**src/tcdm_pkg.sv**
```systemverilog
// TCDM scratchpad shared definitions
// data and byte-enable widths, bank geometry
// word-interleaved byte address union

package tcdm_pkg;

    // ----------------------------------------------------------------------
    // geometry
    // ----------------------------------------------------------------------
    localparam int unsigned DATA_WIDTH     = 32;
    localparam int unsigned BE_WIDTH       = DATA_WIDTH / 8;
    localparam int unsigned NUM_BANKS      = 4;
    localparam int unsigned BANK_SEL_WIDTH = $clog2(NUM_BANKS);
    localparam int unsigned ROW_WIDTH      = 8;
    localparam int unsigned NUM_ROWS       = 2 ** ROW_WIDTH;  // words per bank
    localparam int unsigned OFF_WIDTH      = $clog2(BE_WIDTH);
    localparam int unsigned ADDR_WIDTH     = ROW_WIDTH + BANK_SEL_WIDTH + OFF_WIDTH;

    // ----------------------------------------------------------------------
    // basic types
    // ----------------------------------------------------------------------
    typedef logic [DATA_WIDTH-1:0]     data_t;
    typedef logic [BE_WIDTH-1:0]       be_t;
    typedef logic [ROW_WIDTH-1:0]      row_t;
    typedef logic [BANK_SEL_WIDTH-1:0] bank_sel_t;

    // low bits pick the bank, so consecutive words land in consecutive banks
    typedef struct packed {
        row_t                  row;
        bank_sel_t             bank;
        logic [OFF_WIDTH-1:0]  byte_off;  // word aligned only
    } tcdm_addr_fields_t;

    // same 12 bits, seen as the master drives them or split for decode
    typedef union packed {
        logic [ADDR_WIDTH-1:0] raw;
        tcdm_addr_fields_t     fields;
    } tcdm_addr_u;

endpackage : tcdm_pkg

```
**src/tcdm_rr_arbiter.sv**
```systemverilog
// round-robin arbiter for one TCDM bank
// combinational one-hot grant, rotating priority pointer

`timescale 1ns/1ps

module tcdm_rr_arbiter #(
    parameter  int unsigned NumIn    = 4,
    localparam int unsigned IdxWidth = (NumIn > 1) ? $clog2(NumIn) : 1
) (
    input  logic                clk_i,
    input  logic                rst_n_i,
    input  logic [NumIn-1:0]    req_i,
    output logic [NumIn-1:0]    gnt_o,
    output logic [IdxWidth-1:0] idx_o
);

    logic [IdxWidth-1:0] ptr_q;  // highest priority master
    logic [IdxWidth-1:0] ptr_d;

    // ----------------------------------------------------------------------
    // winner search, cyclic from the pointer
    // ----------------------------------------------------------------------
    always_comb begin : pick
        logic        found;
        int unsigned cand;
        found = 1'b0;
        cand  = 0;
        gnt_o = '0;
        idx_o = ptr_q;
        for (int unsigned off = 0; off < NumIn; off++) begin
            cand = (int'(ptr_q) + off) % NumIn;
            if (!found && req_i[cand]) begin
                found       = 1'b1;
                gnt_o[cand] = 1'b1;
                idx_o       = IdxWidth'(cand);
            end
        end
    end

    // winner + 1, wrapping at NumIn
    assign ptr_d = (idx_o == IdxWidth'(NumIn - 1)) ? '0 : idx_o + IdxWidth'(1);

    always_ff @(posedge clk_i) begin
        if (!rst_n_i) begin
            ptr_q <= '0;
        end else if (|gnt_o) begin
            ptr_q <= ptr_d;
        end
    end

    // ----------------------------------------------------------------------
    // checks
    // ----------------------------------------------------------------------
    // at most one winner, and only among the masters asking for the bank
    a_gnt_legal : assert property (
        @(posedge clk_i) disable iff (!rst_n_i)
        $onehot0(gnt_o) && ((gnt_o & ~req_i) == '0)
    );

endmodule : tcdm_rr_arbiter

```
**src/tcdm_interconnect.sv**
```systemverilog
// TCDM bank-level interconnect
// address decode, per-bank round-robin arbitration,
// request muxing toward banks and response routing back

`timescale 1ns/1ps

module tcdm_interconnect #(
    parameter int unsigned NumIn = 4
) (
    input  logic                                           clk_i,
    input  logic                                           rst_n_i,

    // master side
    input  logic               [NumIn-1:0]                 req_i,
    input  tcdm_pkg::tcdm_addr_u [NumIn-1:0]               addr_i,
    input  logic               [NumIn-1:0]                 we_i,
    input  tcdm_pkg::data_t    [NumIn-1:0]                 wdata_i,
    input  tcdm_pkg::be_t      [NumIn-1:0]                 be_i,
    output logic               [NumIn-1:0]                 gnt_o,
    output logic               [NumIn-1:0]                 vld_o,
    output tcdm_pkg::data_t    [NumIn-1:0]                 rdata_o,

    // bank side
    output logic               [tcdm_pkg::NUM_BANKS-1:0]   bank_req_o,
    output tcdm_pkg::row_t     [tcdm_pkg::NUM_BANKS-1:0]   bank_row_o,
    output logic               [tcdm_pkg::NUM_BANKS-1:0]   bank_we_o,
    output tcdm_pkg::data_t    [tcdm_pkg::NUM_BANKS-1:0]   bank_wdata_o,
    output tcdm_pkg::be_t      [tcdm_pkg::NUM_BANKS-1:0]   bank_be_o,
    input  tcdm_pkg::data_t    [tcdm_pkg::NUM_BANKS-1:0]   bank_rdata_i
);

    import tcdm_pkg::*;

    localparam int unsigned IdxWidth = (NumIn > 1) ? $clog2(NumIn) : 1;

    bank_sel_t [NumIn-1:0]                     sel;        // decoded bank per master
    logic      [NUM_BANKS-1:0][NumIn-1:0]      bank_reqs;
    logic      [NUM_BANKS-1:0][NumIn-1:0]      bank_gnt;
    logic      [NUM_BANKS-1:0][IdxWidth-1:0]   bank_idx;   // winner per bank
    logic      [NumIn-1:0][NUM_BANKS-1:0]      gnt_col;    // grants seen by a master

    logic      [NumIn-1:0]                     pend_q;     // response due next cycle
    bank_sel_t [NumIn-1:0]                     bank_q;     // bank that owes it

    // ----------------------------------------------------------------------
    // decode and per-bank request vectors
    // ----------------------------------------------------------------------
    for (genvar m = 0; m < NumIn; m++) begin : g_decode
        assign sel[m] = addr_i[m].fields.bank;

        for (genvar b = 0; b < NUM_BANKS; b++) begin : g_col
            assign bank_reqs[b][m] = req_i[m] && (sel[m] == bank_sel_t'(b));
            assign gnt_col[m][b]   = bank_gnt[b][m];
        end

        assign gnt_o[m] = |gnt_col[m];
    end

    // ----------------------------------------------------------------------
    // arbitration and request mux per bank
    // ----------------------------------------------------------------------
    for (genvar b = 0; b < NUM_BANKS; b++) begin : g_bank
        tcdm_rr_arbiter #(
            .NumIn (NumIn)
        ) u_arb (
            .clk_i   (clk_i),
            .rst_n_i (rst_n_i),
            .req_i   (bank_reqs[b]),
            .gnt_o   (bank_gnt[b]),
            .idx_o   (bank_idx[b])
        );

        assign bank_req_o[b]   = |bank_gnt[b];
        assign bank_row_o[b]   = addr_i[bank_idx[b]].fields.row;
        assign bank_we_o[b]    = we_i[bank_idx[b]];
        assign bank_wdata_o[b] = wdata_i[bank_idx[b]];
        assign bank_be_o[b]    = be_i[bank_idx[b]];
    end

    // ----------------------------------------------------------------------
    // response routing, one cycle after the grant
    // ----------------------------------------------------------------------
    always_ff @(posedge clk_i) begin
        if (!rst_n_i) begin
            pend_q <= '0;
        end else begin
            pend_q <= gnt_o;  // reads and writes both answer
        end
    end

    for (genvar m = 0; m < NumIn; m++) begin : g_rsp
        always_ff @(posedge clk_i) begin
            if (gnt_o[m]) begin
                bank_q[m] <= sel[m];
            end
        end

        assign vld_o[m]   = pend_q[m];
        assign rdata_o[m] = bank_rdata_i[bank_q[m]];  // only meaningful on reads

        // ------------------------------------------------------------------
        // checks
        // ------------------------------------------------------------------
        // no two bank arbiters pick the same master in one cycle
        a_single_bank_gnt : assert property (
            @(posedge clk_i) disable iff (!rst_n_i)
            $onehot0(gnt_col[m])
        );

        // a response needs a bank access steered to this master one cycle earlier
        a_vld_after_gnt : assert property (
            @(posedge clk_i) disable iff (!rst_n_i)
            vld_o[m] |-> $past(bank_req_o[sel[m]] && (bank_idx[sel[m]] == IdxWidth'(m)))
        );
    end

endmodule : tcdm_interconnect

```
**config.mk**
```make
export PLATFORM = sky130hd
export DESIGN_NAME = tcdm_interconnect
export DESIGN_NICKNAME = d
export VERILOG_FILES = /design/src/tcdm_pkg.sv /design/src/tcdm_rr_arbiter.sv /design/src/tcdm_interconnect.sv
export SDC_FILE = /design/constraint.sdc
export NUM_CORES = 1
export LEC_CHECK = 0
export BUFFER_PORTS_ARGS = -buffer_cell sky130_fd_sc_hd__buf_2
export CAP_MARGIN = 30
export CORE_AREA = 4 4 253 255
export DETAILED_ROUTE_END_ITERATION = 7
export DIE_AREA = 0 0 257 259
export GPL_ROUTABILITY_DRIVEN = 1
export SLEW_MARGIN = 20
export SYNTH_ARGS = -nofsm -noshare
export SYNTH_HDL_FRONTEND = slang
export SYNTH_HIERARCHICAL = 1
export SYNTH_SLANG_ARGS = --single-unit
```
**constraint.sdc**
```tcl
create_clock -name clk_i -period 4.92 [get_ports clk_i]
set_input_delay 0.738 -clock clk_i [delete_from_list [all_inputs] [get_ports clk_i]]
set_output_delay 0.738 -clock clk_i [all_outputs]
set_load 0.01 [all_outputs]
```
==> impl_metrics.ini <==
[layout]
drive_gt1_share_pct = 76.9
final_util_pct = 24.1
final_cells = 2152
stdcell_area_um2 = 14900
mostFrequentLayoutCell = buf_2
nFillCells = 6474
area_growth_pct = 36.1
fin_nets = 1654
final_cell_mix = buf_2 (641), mux4_2 (300), nand2_1 (28)

[grt]
grt_pass1_vias = 11300
grt_max_degree = 47
track_usage_pct = 14.3
antenna_found_initial = 28
grt_pass1_wl_mm = 73.8
overflow = 0

[routing]
vias = 11000
met1_length_mm = 18.6
routedWlPerCell_um = 23.9
routed.top_layer = met5
routed_wl_mm = 51.4
vias_per_cell = 5.13
drc = 0
drt_pass1_iterations = 8
ant_nets = 0
wl_met3_mm = 4.53
drtIter0Drc = 991
wl_met2_mm = 26.4

[cts]
cts_resized = 0
post_cts_buffers = 0
cts_tree = built
cts-root-buf = clkbuf_16
h-tree-depth = 1
clock_latency_ps = 260
cts_buffers = 3
cts.sinks = 20
path_clk_slew_ps = 70
clk_path_buf_depth = 2
ctsHoldBuffers = 0

[timing]
relSlewSlack_pct = 50.2
setup_viol = 0
finalMaxSlewViolations = 0
min_period_over_period_pct = 92.8
clock_skew_ps = 4.61
fmax_mhz = 219
rsz0062_at_grt = no
timing.final.ws_setup_ps = 353
period_minus_slack_ps = 4570
worst_pin_slew_ps = 746
final-hold-violation-count = 0
timing.hold.ws_ps = 680
tns_ps = 0

[power_and_ir_drop]
powerDensity_nw_per_um2 = 667
p_total_mw = 9.92
p_comb_share_pct = 94.1
power.leakage_nw = 6.00
ir_drop_mv = 0.282
p_sw_mw = 5.01
power_frac_seq_pct = 3.5
p_sw_share_pct = 50.5
clkPwrFrac_pct = 2.4
internal_power_mw = 4.91

[floorplanning]
die_w_um = 257
die_h_um = 259
fp.coreArea_um2 = 61600
start_util_pct = 17.7
rows = 91
die_area_um2 = 66600
ios = 650

[yosys]
yosysUniqueCellTypes = 54
syn_nets = 1065
synth_top_area_share_pct = 61.8
ys.flop_type = dfxtp_1
synthesis.area_um2 = 10900
ys_ff_latch = 20
synth_top_area_cell = mux4_2
synth_cells = 711
async_flop_share_pct = 0
syn_area_per_cell_um2 = 15.4
synth.area.top_cells = mux4_2 (62%), mux4_1 (5.8%), buf_12 (2.9%)
yosysSeqAreaShare_pct = 4.40
synth_edf_count = 8
yosys_warnings = 6

[hold_path]
min-delay-path-class = reg -> reg

[worst_setup_path]
startpoint_type = flop
crit_path_cell_trace = inv_1 -> ha_1 -> mux4_2 -> nor2b_1 -> o21ai_0 -> a21oi_1 -> clkinv_2 -> buf_4 -> mux4_2 -> buf_2
cp-end-kind = output pin
critPathArrivalTime_ps = 3830
max_stage_delay_ps = 630
worst_path_max_delay_cell = mux4_2
cp.required_ps = 4180
crit_fanout = 25
critPathBufInv = 4
crit_top_cell = mux4_2
cp_top_family = multiplexers
setup.worst_path.class = reg -> out

[placement]
port_buffers = 641
routabilityCongestion = 0.970
place_area_um2 = 14700
dpl_worst_slack_ps = 425
dp_hpwl_mm = 42.3
place_inst = 2132

[outcome]
status = finished clean

[job]
max_cap_violations = 0
==> power groups by stage <==
stage	Clock (mW)	Combinational, mW	Sequential [mW]
after floorplan	0	6.48	0.329
after global placement	0	9.31	0.347
after detailed placement	0	9.40	0.353
after CTS	0.237	9.44	0.349
after global routing	0.245	9.89	0.362
final	0.237	9.34	0.349
==> tightest hold or removal path, stage by stage, from the launching register on <==
cell	delay [ps]
dfxtp_1	310
inv_1	130
or4_1	130
a21oi_1	60
==> layer usage <==
layer / GRT usage [%] / vias to the layer above
met4: 5.43 / 14
li1: - / 4540
met1: 16.7 / 5681
met5: 0.877 / -
met3: 3.99 / 106
met2: 24.9 / 699
==> cells in the mapped netlist (8+ instances only) <==
cell	n
and3b_1	8
a22o_1	13
buf_12	16
a221o_1	10
dfxtp_1	12
mux2_2	10
ha_1	24
or4_1	9
inv_1	14
mux2i_1	14
a21oi_1	10
a21o_1	9
edfxtp_1	8
buf_2	31
nand2_1	28
mux4_2	300
mux4_1	24
nand2b_1	20
nor2_1	21
buf_6	26
==> cells by family (layout without fill, tap and decap cells) <==
| logic type | count (synthesis) | count (layout) | share of synthesized area (%) |
|---|---|---|---|
| compound gates | 97 | 97 | 7.49 |
| other cells | 0 | 16 | 0 |
| mux | 348 | 348 | 69.9 |
| xor+xnor | 4 | 4 | 0.321 |
| fa+ha+maj | 24 | 24 | 2.75 |
| flops | 20 | 20 | 4.40 |
| buf+inv | 96 | 684 | 7.90 |
| simple gates | 122 | 122 | 7.23 |
==> cell type report <==
cell class | count | area (µm²) | area share (%)
antenna | 16 | 40.0 | 0.269
clock buffer | 3 | 75.1 | 0.505
clock inverter | 1 | 30.0 | 0.202
inverter | 14 | 53.8 | 0.362
multi-input combinational | 595 | 9630 | 64.8
sequential | 20 | 480 | 3.23
tap | 837 | 1050 | 7.04
timing repair buffer | 666 | 3510 | 23.6
==> final timing paths <==
kind,startpoint,endpoint,slack [ps],cells past startpoint
setup / recovery,g_bank[3].u_arb/ptr_q[1],bank_row_o[30],350,10
hold / removal,g_bank[3].u_arb/ptr_q[0],g_bank[3].u_arb/ptr_q[0],680,3
setup reg to reg,flop,bank_q[6],1390,6
hold reg to reg,g_bank[3].u_arb/ptr_q[0],g_bank[3].u_arb/ptr_q[0],680,3
Power figures use the tool's default switching activity.
